## src/rtl/cnn_pkg.sv

```systemverilog
`default_nettype none

package cnn_pkg;

  // array geometry, rows carry pixels and columns carry weights
  localparam int ROWS = 4;
  localparam int COLS = 4;

  // operand and result widths
  localparam int X_BITS = 8;
  localparam int K_BITS = 8;
  localparam int Y_BITS = 24;

  // memory geometry, one word holds ROWS pixels or COLS weights
  localparam int ADDR_BITS = 8;
  localparam int WORD_BITS = 32;
  localparam int COUNT_BITS = 8;

  typedef logic signed [X_BITS-1:0] pixel_t;
  typedef logic signed [K_BITS-1:0] weight_t;
  typedef logic signed [Y_BITS-1:0] acc_t;
  typedef logic [WORD_BITS-1:0] word_t;
  typedef logic [ADDR_BITS-1:0] addr_t;
  typedef logic [COUNT_BITS-1:0] count_t;

  // run control states of the sequencer
  typedef enum logic [1:0] {IDLE, FETCH, ISSUE, WAIT_DRAIN} seq_state_t;

endpackage

`default_nettype wire

```

## src/rtl/mem_arbiter.sv

```systemverilog
`timescale 1ns/1ps
`default_nettype none

module mem_arbiter import cnn_pkg::*; (
  input  logic  clk,
  input  logic  resetn,
  // peer a is the pixel fetcher
  input  logic  req_a,
  input  addr_t addr_a,
  output logic  ack_a,
  // peer b is the weight fetcher
  input  logic  req_b,
  input  addr_t addr_b,
  output logic  ack_b,
  // read data shared by both peers and valid while an ack is high
  output word_t rdata,
  // host load path
  input  logic  load_we,
  input  addr_t load_addr,
  input  word_t load_data,
  // memory side
  output logic  mem_we,
  output addr_t mem_waddr,
  output word_t mem_wdata,
  output logic  mem_re,
  output addr_t mem_raddr,
  input  word_t mem_rdata
);

  typedef enum logic [1:0] {ARB_IDLE, ARB_READ, ARB_DATA, ARB_ACK} arb_state_t;

  arb_state_t state;
  // grant_b selects peer b for the current handshake
  logic grant_b;
  // last_b remembers who was served last for round-robin
  logic last_b;
  logic pick_b;
  logic granted_req;

  // on a tie the peer not served last wins
  assign pick_b = req_b && (!req_a || !last_b);
  assign granted_req = grant_b ? req_b : req_a;

  // host writes go straight to the memory
  assign mem_we = load_we;
  assign mem_waddr = load_addr;
  assign mem_wdata = load_data;

  // read slot is held off while the host writes
  assign mem_re = (state == ARB_READ) && !load_we;
  assign mem_raddr = grant_b ? addr_b : addr_a;

  assign ack_a = (state == ARB_ACK) && !grant_b;
  assign ack_b = (state == ARB_ACK) && grant_b;

  always_ff @(posedge clk) begin
    if (!resetn) begin
      state <= ARB_IDLE;
      grant_b <= 1'b0;
      last_b <= 1'b1;
    end else begin
      case (state)
        ARB_IDLE: begin
          if (req_a || req_b) begin
            grant_b <= pick_b;
            last_b <= pick_b;
            state <= ARB_READ;
          end
        end
        ARB_READ: begin
          if (!load_we) begin
            state <= ARB_DATA;
          end
        end
        // memory output is valid in this state
        ARB_DATA: state <= ARB_ACK;
        // hold ack until the granted peer drops its req
        ARB_ACK: begin
          if (!granted_req) begin
            state <= ARB_IDLE;
          end
        end
        default: state <= ARB_IDLE;
      endcase
    end
  end

  always_ff @(posedge clk) begin
    if (state == ARB_DATA) begin
      rdata <= mem_rdata;
    end
  end

  // the granted peer keeps its req up until its read is acked
  a_req_held: assert property (@(posedge clk) disable iff (!resetn)
    (state == ARB_READ || state == ARB_DATA) |-> granted_req);
  // an ack only rises on a live request from that peer
  a_ack_a_req: assert property (@(posedge clk) disable iff (!resetn) $rose(ack_a) |-> req_a);
  a_ack_b_req: assert property (@(posedge clk) disable iff (!resetn) $rose(ack_b) |-> req_b);

endmodule

`default_nettype wire

```

## config.mk

```make
export PLATFORM = sky130hd
export DESIGN_NAME = mem_arbiter
export DESIGN_NICKNAME = d
export VERILOG_FILES = /design/src/rtl/cnn_pkg.sv /design/src/rtl/mem_arbiter.sv
export SDC_FILE = /design/constraint.sdc
export NUM_CORES = 1
export LEC_CHECK = 0
export ABC_AREA = 1
export BUFFER_PORTS_ARGS = -buffer_cell sky130_fd_sc_hd__buf_2
export CAP_MARGIN = 5
export CORE_MARGIN = 2
export CORE_UTILIZATION = 37
export DETAILED_ROUTE_END_ITERATION = 8
export MAX_ROUTING_LAYER = met4
export PLACE_DENSITY = 0.91
export SYNTH_ARGS = -nofsm -noshare
export SYNTH_HDL_FRONTEND = slang
export SYNTH_SLANG_ARGS = --single-unit
export TNS_END_PERCENT = 10
```

## constraint.sdc

```tcl
create_clock -name clk -period 2.64 [get_ports clk]
set_input_delay 0.528 -clock clk [delete_from_list [all_inputs] [get_ports clk]]
set_output_delay 0.528 -clock clk [all_outputs]
set_load 0.03 [all_outputs]
```

==> results_dict.tcl <==
set metrics [dict create \
    status "completed" \
    worstSetupPathType "reg -> out" \
    ant_nets 0 \
    io_buffer_count 96 \
    path_max_fanout 14 \
    synthesis.area_sq_um 1673 \
    drcViolationCount 0 \
    fill_cells 386 \
    wl_per_cell_microns 14.75 \
    seq_area_sq_um 1041 \
    vias 1175 \
    fin_skew_ps 5.537 \
    ys_ff_latch 36 \
    cap_violations 0 \
    dr.pass1.iters 4 \
    viasPerCell 4.502 \
    n_antenna_cell 0 \
    fin_crit_sh_pct 74.13 \
    preCtsSetupSlack_ps 973.8 \
    numCtsBuffers 5 \
    place_congestion 0.8022 \
    drt-total-wl_microns 3849 \
    fin_nets 307 \
    period_needed_ps 1957 \
    dieArea_sq_um 5075 \
    path_cells "inv_2, nand2_1, nand2_1, buf_2" \
    relSlewSlack_pct 67.68 \
    grt_pass1_wl_microns 5499 \
    synth_nets 245 \
    end_kind "primary output" \
    top_level_ports 177 \
    cpLargestDelayFamily "flip-flops" \
    swShare_pct 38.28 \
    clk_pin_slew_worst_paths_ps 70 \
    clock_latency_ps 270 \
    pwr-share-seq_pct 44.9 \
    critPathArrivalTime_ps 1430 \
    synth_warnings 0 \
    dpl.hpwl_microns 3098 \
    htree_num_levels 2 \
    drive_gt1_share_pct 49.76 \
    die_w_microns 71.24 \
    cts_tree "built" \
    rrSetupSlack_ps 1290 \
    post-cts-setup-buffers 0 \
    drv_slew 0 \
    min_path_type "in -> reg" \
    powerDensity_nw_per_um2 937.5 \
    synth.distinct_cells 14 \
    cpPeakStageDelay_ps 620 \
    grt_max_degree 33 \
    grt_pass1_vias 1094 \
    cts_hold_buf 0 \
    clockBufferDepth 2 \
    required_ps 2110 \
    peakVddDrop_mv 0.3256 \
    synth-seq-area-share_pct 62.23 \
    fmax_mhz 511.0 \
    rsz0062_at_grt "no" \
    power_frac_comb_pct 36.9 \
    area_growth_pct 18.92 \
    grt_usage_pct 14.89 \
    hold_viol 0 \
    synthCells 147 \
    p_int_uw 1151 \
    setup_viol 0 \
    p_sw_uw 713.9 \
    overflow 0 \
    num_rows 24 \
    cpMostUsedCell "nand2_1" \
    leakage_uw 0.0009701 \
    cp_num_buf_inv 2 \
    start_util_pct 38.42 \
    die_y_microns 71.24 \
    setup_ws_ps 682.9 \
    grt_antenna_before_repair 0 \
    drt_iter0_markers 41 \
    multi_input_area_sq_um 289.0 \
    crit_path_start_kind "register" \
    crit_path_top_delay_cell "dfxtp_1" \
    worst_pin_slew_ps 484.2 \
    syn-mean-instance-area_sq_um 11.38 \
    cts.sinks 36 \
    fin_setup_tns_ps 0 \
    core_area_sq_um 4354 \
    pwr-share-clk_pct 18.2 \
    cts_root_buf "clkbuf_8" \
    cts_resized 0 \
]
final cells by class:
cell class	instances	area share, %
tap	52	3.270
clock buffer	5	3.459
inverter	8	1.509
clock inverter	2	0.3774
timing repair buffer	97	24.53
multi-input combinational	61	14.53
sequential	36	52.33
routing by layer:
| metal | share of wire [%] | GRT usage, % |
|---|---|---|
| met3 | 17 | 8.439 |
| met2 | 52 | 26.65 |
| met5 | 0 | - |
| met1 | 31 | 13.21 |
| met4 | 0.65 | 4.403 |
Yosys cell counts:
| master | instances | area share [%] |
|---|---|---|
| a21oi_1 | 1 | 0.30 |
| buf_2 | 1 | 0.30 |
| buf_4 | 41 | 18 |
| a21boi_0 | 1 | 0.45 |
| inv_2 | 1 | 0.22 |
| nor2_1 | 8 | 1.8 |
| o21ai_0 | 1 | 0.30 |
| dfxtp_1 | 4 | 4.8 |
| inv_1 | 7 | 1.6 |
| nor2_2 | 1 | 0.37 |
| ha_1 | 5 | 3.7 |
| nand2_1 | 38 | 8.5 |
| edfxtp_1 | 32 | 57 |
| nand3_1 | 6 | 1.8 |
final timing paths:
kind / start / to / cells past startpoint
hold reg to reg: last_b / last_b / 2
setup / recovery: grant_b / mem_raddr[1] / 4
hold / removal: mem_rdata[5] / rdata[5] / 1
setup reg to reg: grant_b / state[1] / 7
sequential cells by signal, summed over array words and instances (netlist names):
signal,flops
rdata,32
state,2
grant_b,1
last_b,1
cell families (layout without fill, tap and decap cells):
logic type / count (synthesis) / after routing / synth area share, %
buffers and inverters: 50 / 112 / 20.49
adders and majority gates: 5 / 5 / 3.740
and+or+nand+nor: 53 / 53 / 12.49
DFF: 36 / 36 / 62.23
AOI/OAI and AO/OA: 3 / 3 / 1.047
placed cells by master, fill, tap and decap left out:
cell type  netlist  layout
nand2_1         38      38
clkinv_1         0       2
buf_4           41       1
dfxtp_1          4       4
nor2_2           1       1
a21oi_1          1       1
clkbuf_8         0       5
nor2_1           8       8
ha_1             5       5
inv_2            1       1
nand3_1          6       6
buf_2            1      96
edfxtp_1        32      32
o21ai_0          1       1
a21boi_0         1       1
inv_1            7       7
worst reg2reg max path: cells and delay by family (launching register included):
kind / cells / cell delay (ps)
and+or+nand+nor: 6 / 420
DFF: 1 / 620
buffers and inverters: 1 / 210
through the flow:
stage / total power [uW] / utilization [%] / instances / cell area [sq um] / hold WS, ps
after floorplan: 1449 / - / 147 / 1673 / 428.7
after global placement: 1524 / 43.94 / 254 / 1913 / 437.5
after detailed placement: 1543 / 43.94 / 254 / 1913 / 444.2
after CTS: 1890 / 45.69 / 261 / 1989 / 414.8
after global routing: 1982 / 45.69 / 261 / 1989 / 412.1
final: 1865 / 45.69 / 261 / 1989 / 425.6
power groups by stage:
stage,registers (uW),clock network (uW),logic (uW)
floorplan,1030,0,416
global route,850,376,757
global placement,846,0,678
detailed placement,849,0,694
finish,837,340,688
CTS,839,353,699
Power figures use the tool's default switching activity.
