<file path="src/rtl/cnn_pkg.sv">
`default_nettype none

package cnn_pkg;

  // array geometry, rows carry pixels and columns carry weights
  localparam int ROWS = 4;
  localparam int COLS = 4;

  // operand and result widths
  localparam int X_BITS = 8;
  localparam int K_BITS = 8;
  localparam int Y_BITS = 24;

  // memory geometry, one word holds ROWS pixels or COLS weights
  localparam int ADDR_BITS = 8;
  localparam int WORD_BITS = 32;
  localparam int COUNT_BITS = 8;

  typedef logic signed [X_BITS-1:0] pixel_t;
  typedef logic signed [K_BITS-1:0] weight_t;
  typedef logic signed [Y_BITS-1:0] acc_t;
  typedef logic [WORD_BITS-1:0] word_t;
  typedef logic [ADDR_BITS-1:0] addr_t;
  typedef logic [COUNT_BITS-1:0] count_t;

  // run control states of the sequencer
  typedef enum logic [1:0] {IDLE, FETCH, ISSUE, WAIT_DRAIN} seq_state_t;

endpackage

`default_nettype wire

</file>
<file path="src/rtl/operand_fetch.sv">
`timescale 1ns/1ps
`default_nettype none

module operand_fetch import cnn_pkg::*; #(
  parameter addr_t BASE = '0
) (
  input  logic  clk,
  input  logic  resetn,
  input  logic  restart,
  // word handshake with the sequencer
  input  logic  word_req,
  output logic  word_ack,
  output word_t word,
  // memory handshake with the arbiter
  output logic  mem_req,
  output addr_t mem_addr,
  input  logic  mem_ack,
  input  word_t mem_rdata
);

  typedef enum logic [1:0] {F_IDLE, F_MEM, F_DONE} fetch_state_t;

  fetch_state_t state;
  // next word to read in this region
  addr_t addr_q;

  // address stays put for the whole memory handshake
  assign mem_addr = addr_q;

  always_ff @(posedge clk) begin
    if (!resetn) begin
      state <= F_IDLE;
      addr_q <= BASE;
      mem_req <= 1'b0;
      word_ack <= 1'b0;
    end else begin
      case (state)
        // new memory req only once the previous ack is gone
        F_IDLE: begin
          if (word_req && !mem_ack) begin
            mem_req <= 1'b1;
            state <= F_MEM;
          end
        end
        F_MEM: begin
          if (mem_ack) begin
            mem_req <= 1'b0;
            word_ack <= 1'b1;
            addr_q <= addr_q + addr_t'(1);
            state <= F_DONE;
          end
        end
        // wait for the sequencer to release its request
        F_DONE: begin
          if (!word_req) begin
            word_ack <= 1'b0;
            state <= F_IDLE;
          end
        end
        default: state <= F_IDLE;
      endcase
      // rewind to the region start at run start
      if (restart) begin
        addr_q <= BASE;
      end
    end
  end

  // capture the word on the memory ack
  always_ff @(posedge clk) begin
    if (state == F_MEM && mem_ack) begin
      word <= mem_rdata;
    end
  end

endmodule

`default_nettype wire

</file>
<file path="config.mk">
export PLATFORM = sky130hd
export DESIGN_NAME = operand_fetch
export DESIGN_NICKNAME = d
export VERILOG_FILES = /design/src/rtl/cnn_pkg.sv /design/src/rtl/operand_fetch.sv
export SDC_FILE = /design/constraint.sdc
export NUM_CORES = 1
export LEC_CHECK = 0
export BUFFER_PORTS_ARGS = -buffer_cell sky130_fd_sc_hd__buf_2
export CAP_MARGIN = 20
export CORE_UTILIZATION = 30
export CTS_BUF_LIST = sky130_fd_sc_hd__clkbuf_2
export DETAILED_ROUTE_END_ITERATION = 10
export PLACE_DENSITY_LB_ADDON = 0.08
export SETUP_SLACK_MARGIN = 0.2
export SLEW_MARGIN = 25
export SYNTH_ARGS = -nofsm -noshare
export SYNTH_HDL_FRONTEND = slang
export SYNTH_SLANG_ARGS = --single-unit
</file>
<file path="constraint.sdc">
create_clock -name clk -period 1.8 [get_ports clk]
set_input_delay 0.09 -clock clk [delete_from_list [all_inputs] [get_ports clk]]
set_output_delay 0.09 -clock clk [all_outputs]
set_load 0.02 [all_outputs]
</file>
==> results_tabular.tex <==
\begin{tabular}{lr}
\hline
Metric & Value \\
\hline
\multicolumn{2}{l}{\textbf{Global route}} \\
Global-route wire length before repair & 5490 um \\
Maximum number of pins on one net before global-route repair & 23 \\
GRT Resource Usage Total & around 13\% \\
Vias in the first global route & between 1,000 and 1,500 \\
Residual overflow from global routing & 0 \\
Antenna violations before repair & 0 \\
\multicolumn{2}{l}{\textbf{Synthesis}} \\
Most instantiated library cell after synthesis & edfxtp\_1 \\
Leading post-synthesis cells by instance count & edfxtp\_1 (32), dfxtp\_1 (12), a21oi\_1 (7), o21ai\_0 (6), nand2\_1 (4) \\
Number of nets produced by synthesis & between 100 and 150 \\
Count of yosys warnings during synthesis & 0 \\
Synth area leaders & edfxtp\_1 (63\%), dfxtp\_1 (16\%), a21oi\_1 (2.3\%), o21ai\_0 (2.0\%), nand4b\_4 (1.6\%) \\
Share of flip-flops with an asynchronous set or reset & 0\% \\
Unique masters post-synth & 28 \\
Number of flops mapped to enable cells by yosys & 32 \\
Mean instance size in the synthesized netlist & around 16 um\^{}2 \\
Post-synthesis cell type with the largest combined area & edfxtp\_1 \\
Sequential area share after synthesis & between 70\% and 80\% \\
Cell count after synthesis & slightly above 90 \\
Most frequently used flop master after synthesis & edfxtp\_1 \\
Mapped cell area & $\sim$1500 um\^{}2 \\
Proportion of netlist area held by the largest area contributor & around 63\% \\
Number of storage elements in the synthesis netlist & 44 \\
\multicolumn{2}{l}{\textbf{Timing}} \\
Count of final max-slew check failures & 0 \\
Setup\_tns & 0 ns \\
Max transition margin & roughly 78\% \\
Hold violation total from the final report & 0 \\
Fmax achieved & approximately 690 MHz \\
Share of the clock period used by the worst path after layout & about four fifths \\
Final count of negative-setup-slack endpoints & 0 \\
Final worst path period need & between 1 and 1.5 ns \\
Max Clock Skew & 0.00893 ns \\
RSZ-0062 raised after global routing & no \\
Worst Tran Pin Value & about 0.33 ns \\
PnR worst setup slack & 0.348 ns \\
\multicolumn{2}{l}{\textbf{Setup path}} \\
Type of the worst setup path & flip-flop to flip-flop \\
Critical path origin & state[0] \\
CP arrival & roughly 1.8 ns \\
Sort of element at the start of the critical path & flip-flop \\
Reg-to-reg slack, setup & 0.35 ns \\
Required time of the critical path & between 2 and 2.5 ns \\
RR Endpoint & mem\_addr[7] \\
Worst-case reg-to-reg path depth & 3 \\
Worst flop-to-flop path startpoint & state[0] \\
Kind of end point of the critical path & flip-flop \\
Top fanout value on the critical path & 9 \\
End point of the critical path & mem\_addr[7] \\
\multicolumn{2}{l}{\textbf{Clock tree}} \\
Worst-case clock buffer depth & 2 \\
Clock sink total & between 40 and 50 \\
Post\_cts resized & 0 \\
CTS Buf Count & 5 \\
TritonCTS clock tree & yes \\
Cell at the root of the clock tree & clkbuf\_2 \\
Clk Latency, worst-skew pair & between 0.3 and 0.4 ns \\
Clock-pin slew reported for the worst setup and hold paths after clock tree synthesis & 0.21 ns \\
Hold buffer count at CTS & 35 \\
Maximum level of the CTS H-tree & 2 \\
Buffers inserted by post-CTS timing repair & 0 \\
\multicolumn{2}{l}{\textbf{Finish}} \\
Proportion of layout cells with a drive suffix above 1 & between 40\% and 50\% \\
Nets@finish & between 200 and 300 \\
Antenna Cells & 0 \\
Synthesis-to-layout area growth & 56.5\% \\
Final Instance Count excl. Fillers & 280 \\
\multicolumn{2}{l}{\textbf{Route}} \\
Average vias per placed instance & 4.31 \\
Router iterations before antenna repair & 3 \\
Avg WL per Cell & $\sim$12 um \\
Drt initial violations & just under 60 \\
Count of unresolved DRC violations after routing & 0 \\
Final wirelength & 3430 um \\
Total number of vias & approximately 1,200 \\
DRT antenna net count & 0 \\
\multicolumn{2}{l}{\textbf{Pwr}} \\
Internal power & around 1.3 mW \\
Total net switching power & between 0.3 and 0.4 mW \\
PD cells & 702 nW/um\^{}2 \\
Sw frac & between 20\% and 30\% \\
Leakage & $\sim$1.0 nW \\
Proportion of power drawn by the clock network & 22.9\% \\
Gate power share & about a tenth \\
Proportion of power drawn by flip-flops and latches & about two thirds \\
IR drop worst, VDD & between 0.3 and 0.4 mV \\
Design Power & about 1.7 mW \\
\multicolumn{2}{l}{\textbf{Placement}} \\
Instance count after placement with tap cells included & 237 \\
Pre-CTS WS & 0.377 ns \\
Weighted congestion at the end of routability-driven global placement & between 0.7 and 0.8 \\
Number of port buffers & 78 \\
Post-DP HPWL & around 2300 um \\
\multicolumn{2}{l}{\textbf{Floorplan}} \\
Placeable core region & 4820 um\^{}2 \\
Number of ports placed on the die boundary & 79 \\
Horizontal extent of the die & 73.4 um \\
Total Die Area & approximately 5400 um\^{}2 \\
Total number of placement rows & 25 \\
Initial Util & 31.7\% \\
Vert. Die Dim & roughly 73 um \\
\multicolumn{2}{l}{\textbf{Worst hold path}} \\
Hold Crit Class & input port to flip-flop \\
\multicolumn{2}{l}{\textbf{Status}} \\
Outcome & finished clean \\
\multicolumn{2}{l}{\textbf{Flow run}} \\
Total of max-cap violations & 0 \\
\hline
\end{tabular}
how the worst min path moves through the flow:
stage,from,endpoint,cells after the start
after detailed placement,mem_rdata[25],word[25],1
after global routing,restart,mem_addr[3],3
after floorplan,mem_rdata[0],word[0],0
after global placement,mem_rdata[3],word[3],1
after CTS,restart,mem_addr[6],3
final,restart,mem_addr[6],3
final cells by class:
class	count	area [um^2]
tap	67	83.8
clock buffer	5	25.0
inverter	2	11.3
sequential	44	1200
multi-input combinational	44	300
timing repair buffer	115	756
fill	465	2430
clock inverter	3	13.8
cell usage in the layout, fill, tap and decap left out, types with 2 or more instances in the layout:
cell           count
dlygate4sd3_1     35
a21oi_1            7
nor2_1             3
a21boi_0           2
buf_2             78
edfxtp_1          32
buf_4              2
o21ai_0            6
or4_1              2
nand4_1            2
clkbuf_2           5
or3_1              2
dfxtp_1           12
o31ai_1            2
clkinv_2           2
nand2_1            4
layer usage:
layer / global-route usage (%) / routed length, um / vias up
met3: 4.66 / 246 / 6
met5: 0 / 0 / -
met2: 23.6 / 1660 / 49
met1: 15.1 / 1470 / 563
met4: 5.13 / 53 / 0
li1: - / - / 589
power groups by stage:
stage                     clock network, mW  registers (mW)  logic, mW
after floorplan                           0            1.17     0.0319
after global placement                    0            1.14      0.114
after detailed placement                  0            1.14      0.116
after CTS                             0.420            1.12      0.176
after global routing                  0.456            1.13      0.189
final                                 0.385            1.12      0.174
per-stage QoR:
| step | utilization (%) | hold WS [ns] | cell area, um^2 |
|---|---|---|---|
| floorplan | - | 0.189 | 1530 |
| global placement | 41.6 | 0.266 | 2000 |
| detailed placement | 41.6 | 0.268 | 2000 |
| CTS | 49.6 | 0.119 | 2390 |
| global route | 49.6 | 0.146 | 2390 |
| finish | 49.6 | 0.148 | 2390 |
cell families (layout without fill, tap and decap cells):
| kind of cell | count (synthesis) | after routing | synth area share, % |
|---|---|---|---|
| simple gates | 23 | 23 | 11.0 |
| xor+xnor | 2 | 2 | 1.15 |
| buf+inv | 5 | 125 | 1.72 |
| fa+ha+maj | 1 | 1 | 0.819 |
| flops | 44 | 44 | 78.6 |
| compound gates | 18 | 18 | 6.72 |
critical path: stages, from the launching register on:
cell     delay [ns]
dfxtp_1        0.56
nand2_1        0.17
or4_1          0.52
a21oi_1        0.15
flip-flops by register name (all words and copies together), names as in the netlist:
signal and count:
mem_addr 8, mem_req 1, state 2, word 32, word_ack 1
Power figures use the tool's default switching activity.
