===== src/rtl/cnn_pkg.sv =====
`default_nettype none

package cnn_pkg;

  // array geometry, rows carry pixels and columns carry weights
  localparam int ROWS = 4;
  localparam int COLS = 4;

  // operand and result widths
  localparam int X_BITS = 8;
  localparam int K_BITS = 8;
  localparam int Y_BITS = 24;

  // memory geometry, one word holds ROWS pixels or COLS weights
  localparam int ADDR_BITS = 8;
  localparam int WORD_BITS = 32;
  localparam int COUNT_BITS = 8;

  typedef logic signed [X_BITS-1:0] pixel_t;
  typedef logic signed [K_BITS-1:0] weight_t;
  typedef logic signed [Y_BITS-1:0] acc_t;
  typedef logic [WORD_BITS-1:0] word_t;
  typedef logic [ADDR_BITS-1:0] addr_t;
  typedef logic [COUNT_BITS-1:0] count_t;

  // run control states of the sequencer
  typedef enum logic [1:0] {IDLE, FETCH, ISSUE, WAIT_DRAIN} seq_state_t;

endpackage

`default_nettype wire


===== src/rtl/proc_engine.sv =====
`timescale 1ns/1ps
`default_nettype none

module proc_engine import cnn_pkg::*; (
  input  logic    clk,
  input  logic    resetn,
  // beat stream in
  input  logic    s_valid,
  input  logic    s_last,
  output logic    s_ready,
  input  pixel_t  [ROWS-1:0] s_pixels,
  input  weight_t [COLS-1:0] s_weights,
  // column stream out
  input  logic    m_ready,
  output logic    m_valid,
  output logic    m_last,
  output acc_t    [ROWS-1:0] m_data
);

  localparam int SHIFT_CNT_BITS = $clog2(COLS + 1);

  typedef logic signed [X_BITS+K_BITS-1:0] prod_t;

  // single enable for the whole array
  logic en;
  logic accept;
  // control pipeline alongside the data
  logic in_valid;
  logic in_last;
  logic mul_valid;
  logic mul_last;
  // acc holds a finished group
  logic acc_valid;
  // next accumulation starts from zero
  logic bypass_q;

  // pix_q[c] holds the pixel word from c beats back
  pixel_t [COLS-1:0][ROWS-1:0] pix_q;
  weight_t [COLS-1:0] wgt_q;
  prod_t [COLS-1:0][ROWS-1:0] mul_q;
  acc_t [COLS-1:0][ROWS-1:0] acc_q;
  acc_t [COLS-1:0][ROWS-1:0] shift_q;

  // columns left in the output shifter
  logic [SHIFT_CNT_BITS-1:0] shift_cnt;
  logic shift_empty;
  logic load;
  logic out_fire;

  assign shift_empty = (shift_cnt == '0);
  // freeze while a finished group waits on a busy shifter
  assign en = !(acc_valid && !shift_empty);
  assign s_ready = en;
  assign accept = s_valid && en;
  assign load = en && acc_valid;
  assign out_fire = m_valid && m_ready;

  always_ff @(posedge clk) begin
    if (!resetn) begin
      in_valid <= 1'b0;
      in_last <= 1'b0;
      mul_valid <= 1'b0;
      mul_last <= 1'b0;
      acc_valid <= 1'b0;
      bypass_q <= 1'b1;
    end else if (en) begin
      in_valid <= s_valid;
      in_last <= s_valid && s_last;
      mul_valid <= in_valid;
      mul_last <= in_last;
      acc_valid <= mul_valid && mul_last;
      // restart accumulation after each group end
      if (mul_valid) begin
        bypass_q <= mul_last;
      end
    end
  end

  // pixel skew chain, one column per accepted beat
  // starts from zeros so early columns see empty history
  always_ff @(posedge clk) begin
    if (!resetn) begin
      pix_q <= '0;
    end else if (accept) begin
      pix_q[0] <= s_pixels;
      for (int c = 1; c < COLS; c++) begin
        pix_q[c] <= pix_q[c-1];
      end
    end
  end

  // stage 1 weights, stage 2 products, stage 3 accumulate
  always_ff @(posedge clk) begin
    if (accept) begin
      wgt_q <= s_weights;
    end
    if (en && in_valid) begin
      for (int c = 0; c < COLS; c++) begin
        for (int r = 0; r < ROWS; r++) begin
          mul_q[c][r] <= pix_q[c][r] * wgt_q[c];
        end
      end
    end
    if (en && mul_valid) begin
      for (int c = 0; c < COLS; c++) begin
        for (int r = 0; r < ROWS; r++) begin
          acc_q[c][r] <= (bypass_q ? acc_t'(0) : acc_q[c][r]) + acc_t'(mul_q[c][r]);
        end
      end
    end
  end

  // output shifter count, loaded only when empty
  always_ff @(posedge clk) begin
    if (!resetn) begin
      shift_cnt <= '0;
    end else if (load) begin
      shift_cnt <= SHIFT_CNT_BITS'(COLS);
    end else if (out_fire) begin
      shift_cnt <= shift_cnt - 1'b1;
    end
  end

  // top column leaves first, column 0 ends the group
  always_ff @(posedge clk) begin
    if (load) begin
      shift_q <= acc_q;
    end else if (out_fire) begin
      for (int c = COLS - 1; c > 0; c--) begin
        shift_q[c] <= shift_q[c-1];
      end
    end
  end

  assign m_valid = !shift_empty;
  assign m_last = (shift_cnt == SHIFT_CNT_BITS'(1));
  assign m_data = shift_q[COLS-1];

  a_out_stable: assert property (@(posedge clk) disable iff (!resetn)
    m_valid && !m_ready |=> m_valid && $stable(m_data));

endmodule

`default_nettype wire


===== config.mk =====
export PLATFORM = sky130hd
export DESIGN_NAME = proc_engine
export DESIGN_NICKNAME = d
export VERILOG_FILES = /design/src/rtl/cnn_pkg.sv /design/src/rtl/proc_engine.sv
export SDC_FILE = /design/constraint.sdc
export NUM_CORES = 2
export LEC_CHECK = 0
export BUFFER_PORTS_ARGS = -buffer_cell sky130_fd_sc_hd__buf_2
export CORE_MARGIN = 8
export CORE_UTILIZATION = 59
export CTS_BUF_LIST = sky130_fd_sc_hd__clkbuf_4 sky130_fd_sc_hd__clkbuf_8
export DETAILED_ROUTE_END_ITERATION = 6
export MAX_ROUTING_LAYER = met4
export PLACE_DENSITY = 0.73
export SLEW_MARGIN = 20
export SYNTH_ARGS = -nofsm -noshare
export SYNTH_HDL_FRONTEND = slang
export SYNTH_SLANG_ARGS = --single-unit
export TNS_END_PERCENT = 1

===== constraint.sdc =====
create_clock -name clk -period 24.5 [get_ports clk]
set_clock_uncertainty 0.1 [all_clocks]
set_input_delay 4.9 -clock clk [delete_from_list [all_inputs] [get_ports clk]]
set_output_delay 4.9 -clock clk [all_outputs]
set_load 0.01 [all_outputs]

==> impl_metrics.yaml <==
setup_path:
  end_kind: "flop"
  rr_startpoint: "wgt_q[7]$_DFFE_PP_"
  crit_start: "m_ready"
  crit_fanout: 74
  crit_type: "primary input to flop"
  startpoint_type: "primary input"
  reg2reg_to: "mul_q[63]$_DFFE_PP_"
  reg2reg_slack_ps: 18900
  r2r_cells: 16
  critPathCapture: "m_data[58]$_DFFE_PP_"
  crit_arrival_ps: 8440
  crit_required_ps: 24980
layout:
  syn_to_final_growth_pct: 6.19
  layout-drive-gt1-share_pct: 6.09
  utilization_pct: 63.1
  final_area_mm2: 0.107
  num-fill-cells: 13696
  most-common-layout-cells: "nand2_1 (1,483), inv_1 (1,423), edfxtp_1 (1,056)"
  final_cells: 12444
  finalNetCount: 11841
  ff_latch_area_mm2: 0.0345
  final_common_cell: "nand2_1"
  multi_input_area_mm2: 0.0587
sta:
  min_period_ps: 7950
  setup_viol: 0
  fmax_mhz: 126
  tns_ps: 0
  relSlewSlack_pct: 22.7
  finalHoldViolCount: 0
  rsz0062_at_grt: "no"
  worst_slew_pin_slew_ps: 1160
  fin_crit_sh_pct: 32.5
  drv_slew: 0
die:
  die_w_um: 429
  start_util_pct: 59.4
  rows: 151
  die_h_um: 429
  die_area_mm2: 0.184
  io-pin-count: 168
  fp.coreArea_mm2: 0.169
detailed_routing:
  wl_per_cell_um: 18.1
  avgViaCountPerCell: 5.53
  antenna_left: 0
  drcViolationCount: 0
  dr_total_vias: 68855
  drtIter0Drc: 5293
  firstDrtPassIters: 5
  wirelength_um: 225000
grt:
  grt_start_max_net_pins: 192
  grt_pass1_vias: 71191
  antenna_found_initial: 9
  grt-ovfl-total: 0
  grt_usage_pct: 25.2
  grt_pass1_wl_um: 368000
synth:
  avgSynthCellArea_um2: 10.0
  postSynthCellCount: 10049
  syn_nets: 11849
  yosysSeqAreaShare_pct: 34.3
  synth-main-ff-cell: "edfxtp_1"
  ys_types: 83
  synth_area_mm2: 0.101
  async_reset_ff_share_pct: 0
  ys_seq_elements: 1193
  ys_warn_count: 0
  synth-edff-count: 1056
status:
  status: "completed"
cts:
  cts_tree: "yes"
  insertion_delay_ps: 960
  cts.htree.levels: 4
  cts_sinks: 1193
  post-cts-setup-buffers: 0
  ctsResizeCount: 0
  numCtsBuffers: 209
  hold_buffers: 0
  cts-root-buf: "clkbuf_8"
  cts_max_path_buffers: 3
  cts.reportedPaths.clkPinSlew_ps: 60
pwr:
  p_per_area_mw_per_mm2: 57.2
  ir_worst_vdd_uv: 46.6
  finalPower_mw: 6.11
  p_leak_nw: 48.7
placed_design:
  dpl.cell_count: 12047
  gp_congestion: 0.901
  hpwl_um: 165000
  place_area_mm2: 0.103
  io_buffers: 167
flow_run:
  cap_violations: 0
min_path:
  hold_class: "flop to flop"
## cells by family (layout without fill, tap and decap cells)
| family | Yosys count | in the layout | synth area share [%] |
|---|---|---|---|
| compound gates | 1236 | 1236 | 8.22 |
| xor+xnor | 561 | 561 | 4.89 |
| fa+ha+maj | 1731 | 1731 | 28.2 |
| buf+inv | 1865 | 2035 | 7.40 |
| flops | 1193 | 1193 | 34.3 |
| mux | 12 | 12 | 0.129 |
| other cells | 0 | 7 | 0 |
| simple gates | 3451 | 3451 | 16.9 |
## critical path: stages
cell and delay (ps):
buf_2 90, and2_0 260, nand2b_4 690, buf_4 630
buf_4 790, buf_4 860
## per-layer routing
layer | vias to the layer above | wire (um) | GRT usage, %
met1 | 33999 | 101000 | 34.1
met4 | 0 | 5920 | 6.91
met2 | 1891 | 105000 | 40.4
met5 | - | 0 | -
li1 | 32600 | - | -
met3 | 365 | 12900 | 3.37
## worst min path at each step
stage / endpoint / from / cells past startpoint / slack [ps]
after floorplan: shift_q[0]$_DFFE_PP_ / acc_q[0]$_DFFE_PP_ / 0 / 320
after global placement: shift_q[31]$_DFFE_PP_ / acc_q[31]$_DFFE_PP_ / 0 / 320
after detailed placement: shift_q[24]$_DFFE_PP_ / acc_q[24]$_DFFE_PP_ / 0 / 330
after CTS: shift_q[3]$_DFFE_PP_ / acc_q[3]$_DFFE_PP_ / 0 / 310
after global routing: shift_q[43]$_DFFE_PP_ / acc_q[43]$_DFFE_PP_ / 0 / 330
final: shift_q[66]$_DFFE_PP_ / acc_q[66]$_DFFE_PP_ / 0 / 320
## power by group
part	switching (mW)	leakage (nW)	internal, mW
combinational	0.934	35.5	0.579
sequential	0.148	10.9	2.60
clock	0.875	2.20	0.964
## state kept, by name, summed over array words and instances, names as in the netlist
register / cells
mul_valid: 1
in_valid: 1
acc_valid: 1
in_last: 1
mul_last: 1
acc_q: 384
wgt_q: 32
mul_q: 256
shift_q: 288
bypass_q: 1
m_data: 96
pix_q: 128
shift_cnt: 3
## cells in the mapped netlist, drive strengths merged (12+ instances only)
| cell | number | area share, % |
|---|---|---|
| xor2 | 112 | 0.98 |
| a21oi | 297 | 1.5 |
| buf | 120 | 0.88 |
| xnor2 | 449 | 3.9 |
| and3 | 31 | 0.19 |
| or2 | 24 | 0.15 |
| or4 | 16 | 0.12 |
| o21bai | 46 | 0.34 |
| nand2b | 131 | 0.81 |
| o31ai | 16 | 0.12 |
| a211oi | 34 | 0.26 |
| nand3 | 74 | 0.37 |
| a31oi | 50 | 0.32 |
| ha | 835 | 10 |
| edfxtp | 1056 | 32 |
| nand2 | 1484 | 5.5 |
| nor3 | 86 | 0.43 |
| and2 | 692 | 4.3 |
| fa | 896 | 18 |
| or3 | 29 | 0.18 |
| a21boi | 171 | 1.3 |
| o31a | 12 | 0.10 |
| nor2 | 316 | 1.2 |
| o311a | 21 | 0.21 |
| inv | 1426 | 5.3 |
| nand4 | 39 | 0.24 |
| dfxtp | 137 | 2.7 |
| o21ai | 194 | 0.97 |
| nor2b | 492 | 3.1 |
| clkbuf | 319 | 1.2 |
| a21o | 177 | 1.3 |
| o211ai | 20 | 0.15 |
| o21a | 86 | 0.64 |
## area by class of cell
type	instances	share of cell area [%]
Antenna cell	7	0.0164
Inverter	1426	5.02
Multi-Input combinational cell	6991	55.0
Sequential cell	1193	32.3
Clock inverter	109	0.658
Clock buffer	280	3.25
Tap cell	2218	2.60
Timing Repair Buffer	220	1.22
## metrics by stage
stage                     worst slack [ps]  hold slack (ps)
after floorplan                      11610              318
after global placement               15650              324
after detailed placement             15540              325
after CTS                            16650              312
after global routing                 16340              330
final                                16550              321
Note: power is estimated with default switching activity, not from simulation.
