`src/rtl/cnn_pkg.sv`:
```
`default_nettype none

package cnn_pkg;

  // array geometry, rows carry pixels and columns carry weights
  localparam int ROWS = 4;
  localparam int COLS = 4;

  // operand and result widths
  localparam int X_BITS = 8;
  localparam int K_BITS = 8;
  localparam int Y_BITS = 24;

  // memory geometry, one word holds ROWS pixels or COLS weights
  localparam int ADDR_BITS = 8;
  localparam int WORD_BITS = 32;
  localparam int COUNT_BITS = 8;

  typedef logic signed [X_BITS-1:0] pixel_t;
  typedef logic signed [K_BITS-1:0] weight_t;
  typedef logic signed [Y_BITS-1:0] acc_t;
  typedef logic [WORD_BITS-1:0] word_t;
  typedef logic [ADDR_BITS-1:0] addr_t;
  typedef logic [COUNT_BITS-1:0] count_t;

  // run control states of the sequencer
  typedef enum logic [1:0] {IDLE, FETCH, ISSUE, WAIT_DRAIN} seq_state_t;

endpackage

`default_nettype wire

```
`src/rtl/conv_sequencer.sv`:
```
`timescale 1ns/1ps
`default_nettype none

module conv_sequencer import cnn_pkg::*; (
  input  logic    clk,
  input  logic    resetn,
  input  logic    start,
  input  count_t  depth,
  input  count_t  groups,
  output logic    busy,
  output logic    fetch_restart,
  // word handshakes with both fetchers
  output logic    pix_req,
  input  logic    pix_ack,
  input  word_t   pix_word,
  output logic    wgt_req,
  input  logic    wgt_ack,
  input  word_t   wgt_word,
  // beat stream into the engine
  output logic    s_valid,
  input  logic    s_ready,
  output pixel_t  [ROWS-1:0] s_pixels,
  output weight_t [COLS-1:0] s_weights,
  output logic    s_last,
  // m_last transfer seen on the output stream
  input  logic    out_last_done
);

  seq_state_t state;
  count_t depth_q;
  count_t groups_q;
  count_t beat_cnt;
  count_t group_cnt;
  // finished groups that have fully left the engine
  count_t done_cnt;
  logic beat_last;
  logic group_last;

  assign fetch_restart = (state == IDLE) && start;
  assign beat_last = (beat_cnt == depth_q - count_t'(1));
  assign group_last = (group_cnt == groups_q - count_t'(1));

  always_ff @(posedge clk) begin
    if (!resetn) begin
      state <= IDLE;
      busy <= 1'b0;
      pix_req <= 1'b0;
      wgt_req <= 1'b0;
      s_valid <= 1'b0;
      s_last <= 1'b0;
      beat_cnt <= '0;
      group_cnt <= '0;
      done_cnt <= '0;
    end else begin
      if (busy && out_last_done) begin
        done_cnt <= done_cnt + count_t'(1);
      end
      case (state)
        IDLE: begin
          if (start) begin
            depth_q <= depth;
            groups_q <= groups;
            busy <= 1'b1;
            beat_cnt <= '0;
            group_cnt <= '0;
            done_cnt <= '0;
            pix_req <= 1'b1;
            wgt_req <= 1'b1;
            state <= FETCH;
          end
        end
        // both fetches run in parallel
        FETCH: begin
          if (pix_req && pix_ack) begin
            pix_req <= 1'b0;
          end
          if (wgt_req && wgt_ack) begin
            wgt_req <= 1'b0;
          end
          // beat goes out once both handshakes have closed
          if (!pix_req && !wgt_req && !pix_ack && !wgt_ack) begin
            s_valid <= 1'b1;
            s_last <= beat_last;
            state <= ISSUE;
          end
        end
        ISSUE: begin
          if (s_ready) begin
            s_valid <= 1'b0;
            beat_cnt <= beat_last ? count_t'(0) : beat_cnt + count_t'(1);
            if (beat_last) begin
              group_cnt <= group_cnt + count_t'(1);
            end
            if (beat_last && group_last) begin
              state <= WAIT_DRAIN;
            end else begin
              pix_req <= 1'b1;
              wgt_req <= 1'b1;
              state <= FETCH;
            end
          end
        end
        // last group still in the array or shifter
        WAIT_DRAIN: begin
          if (out_last_done && done_cnt == groups_q - count_t'(1)) begin
            busy <= 1'b0;
            state <= IDLE;
          end
        end
        default: state <= IDLE;
      endcase
    end
  end

  // beat payload, stable while s_valid is high
  always_ff @(posedge clk) begin
    if (state == FETCH && pix_req && pix_ack) begin
      s_pixels <= pix_word;
    end
    if (state == FETCH && wgt_req && wgt_ack) begin
      s_weights <= wgt_word;
    end
  end

endmodule

`default_nettype wire

```
`config.mk`:
```
export PLATFORM = sky130hd
export DESIGN_NAME = conv_sequencer
export DESIGN_NICKNAME = d
export VERILOG_FILES = /design/src/rtl/cnn_pkg.sv /design/src/rtl/conv_sequencer.sv
export SDC_FILE = /design/constraint.sdc
export NUM_CORES = 1
export LEC_CHECK = 0
export ABC_CLOCK_PERIOD_IN_PS = 3100
export BUFFER_PORTS_ARGS = -buffer_cell sky130_fd_sc_hd__clkbuf_2
export CELL_PAD_IN_SITES_DETAIL_PLACEMENT = 1
export CELL_PAD_IN_SITES_GLOBAL_PLACEMENT = 1
export CORE_MARGIN = 3
export CORE_UTILIZATION = 39
export CTS_CLUSTER_DIAMETER = 50
export CTS_CLUSTER_SIZE = 12
export DETAILED_ROUTE_END_ITERATION = 16
export GPL_TIMING_DRIVEN = 1
export PLACE_DENSITY = 0.79
export SYNTH_ARGS = -nofsm -noshare
export SYNTH_HDL_FRONTEND = slang
export SYNTH_SLANG_ARGS = --single-unit
```
`constraint.sdc`:
```
create_clock -name clk -period 3.1 [get_ports clk]
set_input_delay 0.62 -clock clk [delete_from_list [all_inputs] [get_ports clk]]
set_output_delay 0.62 -clock clk [all_outputs]
set_load 0.01 [all_outputs]
```
==> results of run 1 <==
[cells in the final DEF, fill, tap and decap left out, types with 7 or more instances in the layout]
master | netlist | routed
a21oi_1 | 13 | 13
a31oi_1 | 7 | 7
and3_1 | 12 | 12
clkbuf_16 | 0 | 9
clkbuf_2 | 0 | 156
dfxtp_1 | 31 | 31
edfxtp_1 | 80 | 80
inv_1 | 10 | 10
mux2i_1 | 8 | 8
nand2_1 | 23 | 23
nand3_1 | 13 | 13
nor2_1 | 18 | 18
o21ai_0 | 8 | 8
xnor2_1 | 22 | 22
xor2_1 | 16 | 16
[path summary, 6_finish.rpt]
kind	cells past startpoint	startpoint	slack [ns]	end
worst max-delay path	8	depth_q[0]$_DFFE_PP_	0.21	pix_req$_SDFFE_PN0P_
worst min-delay path	1	wgt_word[5]	0.44	s_weights[5]$_DFFE_PP_
worst max register to register	8	depth_q[0]$_DFFE_PP_	0.21	pix_req$_SDFFE_PN0P_
worst min register to register	2	s_valid$_SDFFE_PN0P_	0.49	s_valid$_SDFFE_PN0P_
[stage by stage]
stage          std cells  utilization (%)  setup slack [ns]  hold slack, ns
2_1_floorplan        352                -             0.679           0.460
3_3_place_gp         639             49.4             0.451           0.464
3_5_place_dp         639             49.4             0.217           0.484
4_1_cts              655             52.2             0.185           0.422
5_1_grt              655             52.2            0.0293           0.423
6_report             655             52.2             0.213           0.436
[cells by family after synthesis]
kind of cell,share of synthesized area [%]
buffers and inverters,2.24
adder cells (fa/ha/maj),1.36
XOR/XNOR,7.75
flip-flops,65.9
AO/OA/AOI/OAI,7.67
multiplexers,1.75
AND/OR/NAND/NOR,13.3
[registers in the layout, indices dropped and copies added (netlist names)]
signal and cells:
beat_cnt 8, busy 1, depth_q 8, done_cnt 8
group_cnt 8, groups_q 8, pix_req 1, s_last 1
s_pixels 32, s_valid 1, s_weights 32, state 2
wgt_req 1
[power groups by stage]
stage / clock network (W) / logic [W] / registers [W]
final: 0.00120 / 0.000308 / 0.00171
after global routing: 0.00129 / 0.000341 / 0.00172
after CTS: 0.00124 / 0.000312 / 0.00171
after detailed placement: 0 / 0.000309 / 0.00174
after global placement: 0 / 0.000294 / 0.00174
after floorplan: 0 / 0.000165 / 0.00173
[critical path: stages, from the launching register on]
cell and delay [ns]:
edfxtp_1 0.45, inv_1 0.09, ha_1 0.19, or3b_2 0.49, nor4_1 0.20, o2111ai_1 0.17, a211o_1 0.47, nor4_1 0.58
o41ai_1 0.12
[metal layers]
metal | vias to the layer above | part of all wire (%) | global-route usage [%]
met5 | - | 0 | 0
met4 | 0 | 1.8 | 7.68
met3 | 12 | 6.2 | 2.85
met2 | 119 | 50 | 30.6
met1 | 1653 | 42 | 23.5
li1 | 1621 | - | -
[layout make-up]
| cell class | instances | area share, % |
|---|---|---|
| well taps | 140 | 3.00 |
| flip-flops and latches | 111 | 51.8 |
| inverters | 10 | 0.644 |
| multi-input cells | 216 | 25.0 |
| clock buffers | 9 | 3.86 |
| clock inverters | 7 | 1.46 |
| repair buffers | 162 | 14.2 |
==> metrics, run 1 <==
status finished clean; Total Wirelength 12,300 um; Switch Pwr 0.000793 W; post-DP HPWL 9640 um; Syn Nets 444; combinational fraction of design power 9.6%; placed instance area 0.00552 mm^2; CP Data Arrival Time 3.11 ns; TritonCTS Buffers 9; Root Driver clkbuf_16; Fin. Hold Viols 0; post-route ant nets 0; H-Tree Depth 3; Max VDD drop 0.325 mV; Max-cap violations 0; Post-synth EDFFs 80; Sw Ratio 24.6%; Post-Route Skew 0.00833 ns; # IOs ~160; Avg WL per Cell 18.8 um; kind of critical path flop to flop; sequential power share 53.1%; Die Wd 114 um; FFs w/ async S/R, synth 0%; ranking of synthesized cells by area edfxtp_1 52%, dfxtp_1 14%, xnor2_1 4.2%, xor2_1 3.1%, nand2_1 1.9%; Fillers 1,198; CP required 3.32 ns; Clock Latency Late Sink between 0.3 and 0.4 ns; Std-Cell Core Area 0.0112 mm^2; Int Power 0.00243 W; initial antenna violation count 0; FF+latch area between 0.003 and 0.004 mm^2; total number of vias 3,405; crit-path max FO 13; nature of the critical path startpoint flop; Tightest Pin Transition 0.613 ns; slew margin rel. 59.1%; Multi-input gate area 0.00146 mm^2; number of global-route vias before repair 3,386; dominant cell type by area after synthesis edfxtp_1; Port Buffers roughly 160; first-pass GRT wire length 18,300 um; crit share post-route between 90% and 100%; clock sinks 111; synth unique cells 50; Hold Buf Count CTS 0; cells resized by post-CTS repair 0; HP Class primary input to flop; DR pass1 iterations 4; CP Capture Type flop; most frequent cells after synthesis 80 x edfxtp_1, 31 x dfxtp_1, 23 x nand2_1; power per cell area 552 mW/mm^2; synth warn 0; Synth Instances 352; most frequent cell after synthesis edfxtp_1; largest net degree at the start of global routing 33; RSZ-0062 raised after global routing false; fin nets 602; Synth Flop Type edfxtp_1; Worst-path clk slew 0.08 ns; Yosys reg bits between 100 and 150; Die Y 114 um; Syn Area/Cell 13.0 um^2; count of final setup violators 0; Final Max Tran Viols 0; area fraction of the dominant cell type after synthesis 52.4%; CTS tree done; share of cells above drive strength 1 35.5%; Leak approximately 2.3 nW; postcts setup bufs 0; Design Area, Final between 0.005 and 0.006 mm^2; GRT overflow 0; ANT cells 0; Initial Util about two fifths; Tot Pwr 0.00322 W; f_max 346 MHz; Longest Clk Path Bufs 2; Rows 38; Global Route Usage Sum between 15 and 20%; Placer Congestion roughly 0.84; setup tns final 0 ns; violation count after the first detailed-route iteration between 150 and 200; share of the yosys chip area belonging to registers 65.9%; Clock Power Share 37.4%; die area 0.0131 mm^2; residual DRC count 0; synthesized area ~0.0046 mm^2; DR vias/cell 5.20; area grow syn2layout 27.2%; min Tclk post-route ~2.9 ns
No activity file was read; power rests on OpenSTA's default activity.
==> run 2, diff against run 1 <==
--- a/config.mk
+++ b/config.mk
@@ -5,17 +5,18 @@
 export SDC_FILE = /design/constraint.sdc
 export NUM_CORES = 1
 export LEC_CHECK = 0
-export ABC_CLOCK_PERIOD_IN_PS = 3100
+export ABC_CLOCK_PERIOD_IN_PS = 2600
 export BUFFER_PORTS_ARGS = -buffer_cell sky130_fd_sc_hd__clkbuf_2
 export CELL_PAD_IN_SITES_DETAIL_PLACEMENT = 1
 export CELL_PAD_IN_SITES_GLOBAL_PLACEMENT = 1
 export CORE_MARGIN = 3
-export CORE_UTILIZATION = 39
+export CORE_UTILIZATION = 35
+export CTS_BUF_LIST = sky130_fd_sc_hd__clkbuf_16
 export CTS_CLUSTER_DIAMETER = 50
 export CTS_CLUSTER_SIZE = 12
 export DETAILED_ROUTE_END_ITERATION = 16
 export GPL_TIMING_DRIVEN = 1
-export PLACE_DENSITY = 0.79
+export PLACE_DENSITY = 0.75
 export SYNTH_ARGS = -nofsm -noshare
 export SYNTH_HDL_FRONTEND = slang
 export SYNTH_SLANG_ARGS = --single-unit
==> constraint.sdc (replaced) <==
create_clock -name clk -period 2.6 [get_ports clk]
set_input_delay 0.52 -clock clk [delete_from_list [all_inputs] [get_ports clk]]
set_output_delay 0.52 -clock clk [all_outputs]
set_load 0.01 [all_outputs]
==> metrics, run 2 (synthesis results as in run 1) <==
power per cell area 631 mW/mm^2 (+14%); Max VDD drop 0.249 mV (-23%); Fillers 1,385 (+16%); Longest Clk Path Bufs 2 (unchanged); Clock Latency Late Sink 0.35 ns (about the same); Std-Cell Core Area 0.0127 mm^2 (+14%); initial antenna violation count 0 (unchanged); Switch Pwr 0.000940 W (+19%); Port Buffers 156 (unchanged); Die Y 120 um (+5.3%); Worst-path clk slew 0.07 ns (about the same); Global Route Usage Sum 16.2% (-2.1 points); Fin. Hold Viols 0 (unchanged); Reg2Reg Launch Point depth_q[1]$_DFFE_PP_; # IOs 157 (unchanged); Finished Layout Cells 701 (+7.0%); share of cells above drive strength 1 39.5% (+4.0 points); Crit. Startpoint depth_q[1]$_DFFE_PP_; slew margin rel. 59.1% (about the same); HP Class primary input to flop; sequential power share 52.7% (-0.4 points); count of final setup violators 0 (unchanged); area grow syn2layout 32.9%; Clock Power Share 36.6% (-0.8 points); Rows 41 (+7.9%); Tot Pwr 0.00385 W (+19%); combinational fraction of design power 10.7% (+1.1 points); number of global-route vias before repair 3,557 (+5.1%); crit-path max FO 12 (-1); residual DRC count 0 (unchanged); crit share post-route 97.2% (+4.0 points); Initial Util 36.0% (-5.0 points); most frequent cells in the layout 156 x clkbuf_2, 80 x edfxtp_1, 31 x dfxtp_1, 23 x nand2_1, 22 x xnor2_1; Post-Route Skew 0.00797 ns (-0.000355 ns); Placer Congestion 0.837 (-0.90%); placed instance area 0.00565 mm^2 (+2.4%); nature of the critical path startpoint flop; Sw Ratio 24.4% (-0.18 points); CTS tree done; met2 wire len 6010 um (-1.4%); H-Tree Depth 3 (unchanged); Root Driver clkbuf_16; Design Area, Final 0.00609 mm^2 (+4.5%); Final Max Tran Viols 0 (unchanged); status finished clean; commonest non-fill, non-tap cell in the layout clkbuf_2; post-DP HPWL 9000 um (-6.6%); Max-cap violations 0 (unchanged); Reg2Reg Depth 7 (-1); Leak 2.42 nW (+3.7%); CP endpoint group_cnt[0]$_SDFFE_PN0P_; setup tns final 0 ns (unchanged); CP Data Arrival Time 2.78 ns (-0.33 ns); placed insts 683 (+6.9%); Avg WL per Cell 17.3 um (-7.7%); Metal-1 WL 4950 um (-5.2%); largest registers s_pixels (32), s_weights (32); met3 wire length 907 um (+18%); first-pass GRT wire length 18,400 um (+0.30%); min Tclk post-route 2.53 ns (-0.361 ns); CP required 2.85 ns (-0.47 ns); ANT cells 0 (unchanged); largest net degree at the start of global routing 33 (unchanged); Int Power 0.00291 W (+20%); Top Layer Used met4; f_max 396 MHz (+14%); total number of vias 3,473 (+2.0%); DR pass1 iterations 4 (unchanged); Final Util 47.9% (-4.3 points); Die Wd 120 um (+5.3%); R2R setup slack 0.07 ns (-0.14 ns); violation count after the first detailed-route iteration 206 (+13%); die area 0.0145 mm^2 (+11%); TritonCTS Buffers 9 (unchanged); Total Wirelength 12,100 um (-1.3%); fin nets 616 (+2.3%); DR vias/cell 4.95 (-4.7%); CP Capture Type flop; RR Endpoint group_cnt[0]$_SDFFE_PN0P_; Tightest Pin Transition 0.613 ns (-0.000354 ns); post-route ant nets 0 (unchanged); clock sinks 111 (unchanged); GRT overflow 0 (unchanged); kind of critical path flop to flop
==> run 2: per-layer routing <==
| metal | track usage, % | up-vias |
|---|---|---|
| met5 | 0 | - |
| met4 | 5.95 | 0 |
| met3 | 4.96 | 15 |
| met2 | 27.5 | 133 |
| met1 | 19.4 | 1671 |
| li1 | - | 1654 |
==> run 2: through the flow <==
| stage | hold slack [ns] | setup slack, ns |
|---|---|---|
| floorplan | 0.460 | 0.179 |
| global placement | 0.466 | 0.0506 |
| detailed placement | 0.475 | -0.0798 |
| CTS | 0.323 | 0.00518 |
| global route | 0.317 | -0.0399 |
| finish | 0.341 | 0.0736 |
==> run 2: worst max-delay path, cell delays in order, from the launching register on <==
cell	delay (ns)
edfxtp_1	0.43
or4_4	0.58
o221ai_1	0.18
nor3b_2	0.40
a211o_4	0.27
buf_6	0.17
nand2_1	0.10
a311oi_2	0.31
==> run 2: area by class of cell <==
cell class | instances | area, um^2 | area share [%]
inverter | 10 | 37.5 | 0.616
multi-input combinational | 217 | 1580 | 26.0
clock buffer | 9 | 225 | 3.70
timing repair buffer | 175 | 931 | 15.3
sequential | 111 | 3020 | 49.6
tap | 172 | 215 | 3.53
clock inverter | 7 | 78.8 | 1.29
==> run 2: timing repair <==
action,in CTS,in global routing
hold buffers,0,0
resized for setup,2,21
gates cloned,0,1
pin swaps,1,5
buffers inserted,0,1
setup endpoints to repair,6,16
==> run 2: worst min path at each step <==
stage / startpoint / end / slack [ns] / depth (start not counted)
after floorplan: beat_cnt[7]$_SDFFE_PN0P_ / beat_cnt[7]$_SDFFE_PN0P_ / 0.46 / 1
after CTS: depth[0] / depth_q[0]$_DFFE_PP_ / 0.32 / 1
after detailed placement: s_valid$_SDFFE_PN0P_ / s_valid$_SDFFE_PN0P_ / 0.47 / 2
final: depth[3] / depth_q[3]$_DFFE_PP_ / 0.34 / 1
after global placement: s_valid$_SDFFE_PN0P_ / s_valid$_SDFFE_PN0P_ / 0.47 / 2
after global routing: depth[6] / depth_q[6]$_DFFE_PP_ / 0.32 / 1
==> run 2: power by group through the flow <==
stage / Clock, W / Combinational (W) / Sequential (W)
2_1_floorplan: 0 / 0.000197 / 0.00207
3_3_place_gp: 0 / 0.000376 / 0.00206
3_5_place_dp: 0 / 0.000391 / 0.00207
4_1_cts: 0.00145 / 0.000395 / 0.00203
5_1_grt: 0.00153 / 0.000456 / 0.00204
6_report: 0.00141 / 0.000413 / 0.00203
==> run 3, diff against run 2 <==
--- a/config.mk
+++ b/config.mk
@@ -5,18 +5,18 @@
 export SDC_FILE = /design/constraint.sdc
 export NUM_CORES = 1
 export LEC_CHECK = 0
-export ABC_CLOCK_PERIOD_IN_PS = 2600
+export ABC_CLOCK_PERIOD_IN_PS = 3080
 export BUFFER_PORTS_ARGS = -buffer_cell sky130_fd_sc_hd__clkbuf_2
 export CELL_PAD_IN_SITES_DETAIL_PLACEMENT = 1
 export CELL_PAD_IN_SITES_GLOBAL_PLACEMENT = 1
 export CORE_MARGIN = 3
-export CORE_UTILIZATION = 35
+export CORE_UTILIZATION = 42
 export CTS_BUF_LIST = sky130_fd_sc_hd__clkbuf_16
 export CTS_CLUSTER_DIAMETER = 50
 export CTS_CLUSTER_SIZE = 12
 export DETAILED_ROUTE_END_ITERATION = 16
 export GPL_TIMING_DRIVEN = 1
-export PLACE_DENSITY = 0.75
+export PLACE_DENSITY = 0.85
 export SYNTH_ARGS = -nofsm -noshare
 export SYNTH_HDL_FRONTEND = slang
 export SYNTH_SLANG_ARGS = --single-unit
==> constraint.sdc (replaced) <==
create_clock -name clk -period 3.08 [get_ports clk]
set_input_delay 0.616 -clock clk [delete_from_list [all_inputs] [get_ports clk]]
set_output_delay 0.616 -clock clk [all_outputs]
set_load 0.01 [all_outputs]
==> metrics, run 3 (synthesis results as in run 1) <==
count of final setup violators 0 (unchanged); CP required 3.29 ns (+0.44 ns); H-Tree Depth 3 (unchanged); crit share post-route 89.0% (-8.2 points); Std-Cell Core Area 0.0105 mm^2 (-18%); Worst-path clk slew 0.07 ns (about the same); Rows 37 (-9.8%); Total Wirelength 12,500 um (+2.8%); initial antenna violation count 0 (unchanged); residual DRC count 0 (unchanged); violation count after the first detailed-route iteration 221 (+7.3%); Root Driver clkbuf_16; critical path's largest stage delay 0.49 ns (-0.09 ns); largest registers s_pixels (32), s_weights (32); Clock Latency Late Sink 0.34 ns (about the same); Hold Buf Count CTS 0 (unchanged); Max-cap violations 0 (unchanged); Max VDD drop 0.232 mV (-6.8%); clock sinks 111 (unchanged); min Tclk post-route 2.74 ns (+0.214 ns); Placer Congestion 0.837 (about the same); Final Max Tran Viols 0 (unchanged); Buf/Inv on CP 1 (unchanged); power per cell area 552 mW/mm^2 (-13%); area grow syn2layout 26.9%; fin nets 601 (-2.4%); postcts setup bufs 0 (unchanged); delay-heaviest family, CP simple AND/OR/NAND/NOR gates; f_max 365 MHz (-7.8%); CP max-delay cell or3b_2; Global Route Usage Sum 20.7% (+4.5 points); kind of critical path flop to flop; RSZ-0062 raised after global routing false; CP Capture Type flop; Die Y 110 um (-8.3%); Tightest Pin Transition 0.611 ns (-0.00180 ns); post-route ant nets 0 (unchanged); Leak 2.33 nW (-3.9%); HP Class primary input to flop; number of global-route vias before repair 3,567 (+0.28%); Tot Pwr 0.00321 W (-16%); setup tns final 0 ns (unchanged); DR vias/cell 5.24 (+5.8%); GRT overflow 0 (unchanged); DR pass1 iterations 4 (unchanged); ANT cells 0 (unchanged); crit-path max FO 12 (unchanged); post-DP HPWL 9830 um (+9.2%); Initial Util 43.8% (+7.8 points); Die Wd 110 um (-8.3%); Longest Clk Path Bufs 2 (unchanged); Fin. Hold Viols 0 (unchanged); most frequent cells in the layout 156 x clkbuf_2, 80 x edfxtp_1, 31 x dfxtp_1, 23 x nand2_1, 22 x xnor2_1; Port Buffers 156 (unchanged); first-pass GRT wire length 20,000 um (+8.8%); crit-path cells inv_1 > ha_1 > or3b_2 > nor4_1 > o2111ai_1 > a211o_1 > nor4_2 > o41ai_1; largest net degree at the start of global routing 33 (unchanged); die area 0.0122 mm^2 (-16%); CP Data Arrival Time 2.95 ns (+0.17 ns); Avg WL per Cell 19.2 um (+11%); nature of the critical path startpoint flop; CTS tree done; Fillers 1,153 (-17%); commonest non-fill, non-tap cell in the layout clkbuf_2; total number of vias 3,407 (-1.9%); slew margin rel. 58.9% (-0.21 points); # IOs 157 (unchanged); TritonCTS Buffers 9 (unchanged); status finished clean; share of cells above drive strength 1 35.4% (-4.1 points); Post-Route Skew 0.00534 ns (-0.00263 ns)
-- run 3: what timing repair did --
action	in CTS	in global routing
resized for setup	0	1
endpoints found under the setup margin	0	3
hold endpoints to repair	0	0
-- run 3: cell type report --
class	count	area (um^2)	share of cell area [%]
timing repair buffer	161	818	14.1
sequential	111	3020	51.9
inverter	10	37.5	0.645
tap	136	170	2.92
multi-input combinational	216	1470	25.2
clock buffer	9	225	3.87
clock inverter	7	80.1	1.38
-- run 3: final timing paths --
| path | startpoint | endpoint | slack, ns | cells past startpoint |
|---|---|---|---|---|
| max | depth_q[0]$_DFFE_PP_ | pix_req$_SDFFE_PN0P_ | 0.34 | 8 |
| max reg2reg | depth_q[0]$_DFFE_PP_ | pix_req$_SDFFE_PN0P_ | 0.34 | 8 |
| min reg2reg | s_valid$_SDFFE_PN0P_ | s_valid$_SDFFE_PN0P_ | 0.47 | 2 |
| min | groups[1] | groups_q[1]$_DFFE_PP_ | 0.44 | 1 |
-- run 3: power breakdown --
group | leakage [nW] | switching (W) | internal, W
registers | 0.976 | 0.0000554 | 0.00166
logic | 1.21 | 0.000179 | 0.000130
clock network | 0.144 | 0.000540 | 0.000642
total | 2.33 | 0.000774 | 0.00244
-- run 3: routing by layer --
metal | vias up | GRT usage, % | share of wire (%)
li1 | 1624 | - | -
met3 | 27 | 3.67 | 5.0
met5 | - | 0 | 0
met4 | 0 | 9.03 | 3.2
met2 | 121 | 36.2 | 51
met1 | 1635 | 24.8 | 41
-- run 3: worst reg2reg max path: stages, from the launching register on --
cell and delay, ns:
edfxtp_1 0.44, inv_1 0.09, ha_1 0.19, or3b_2 0.49, nor4_1 0.19, o2111ai_1 0.15
a211o_1 0.45, nor4_2 0.47, o41ai_1 0.12
-- run 3: metrics by stage --
step | utilization (%) | cells | setup WS [ns] | hold slack (ns) | cell area (um^2)
floorplan | - | 352 | 0.659 | 0.460 | 4590
global placement | 52.7 | 634 | 0.381 | 0.465 | 5510
detailed placement | 52.7 | 634 | 0.192 | 0.471 | 5510
CTS | 55.6 | 650 | 0.165 | 0.432 | 5810
global route | 55.6 | 650 | 0.113 | 0.427 | 5820
finish | 55.6 | 650 | 0.340 | 0.440 | 5820
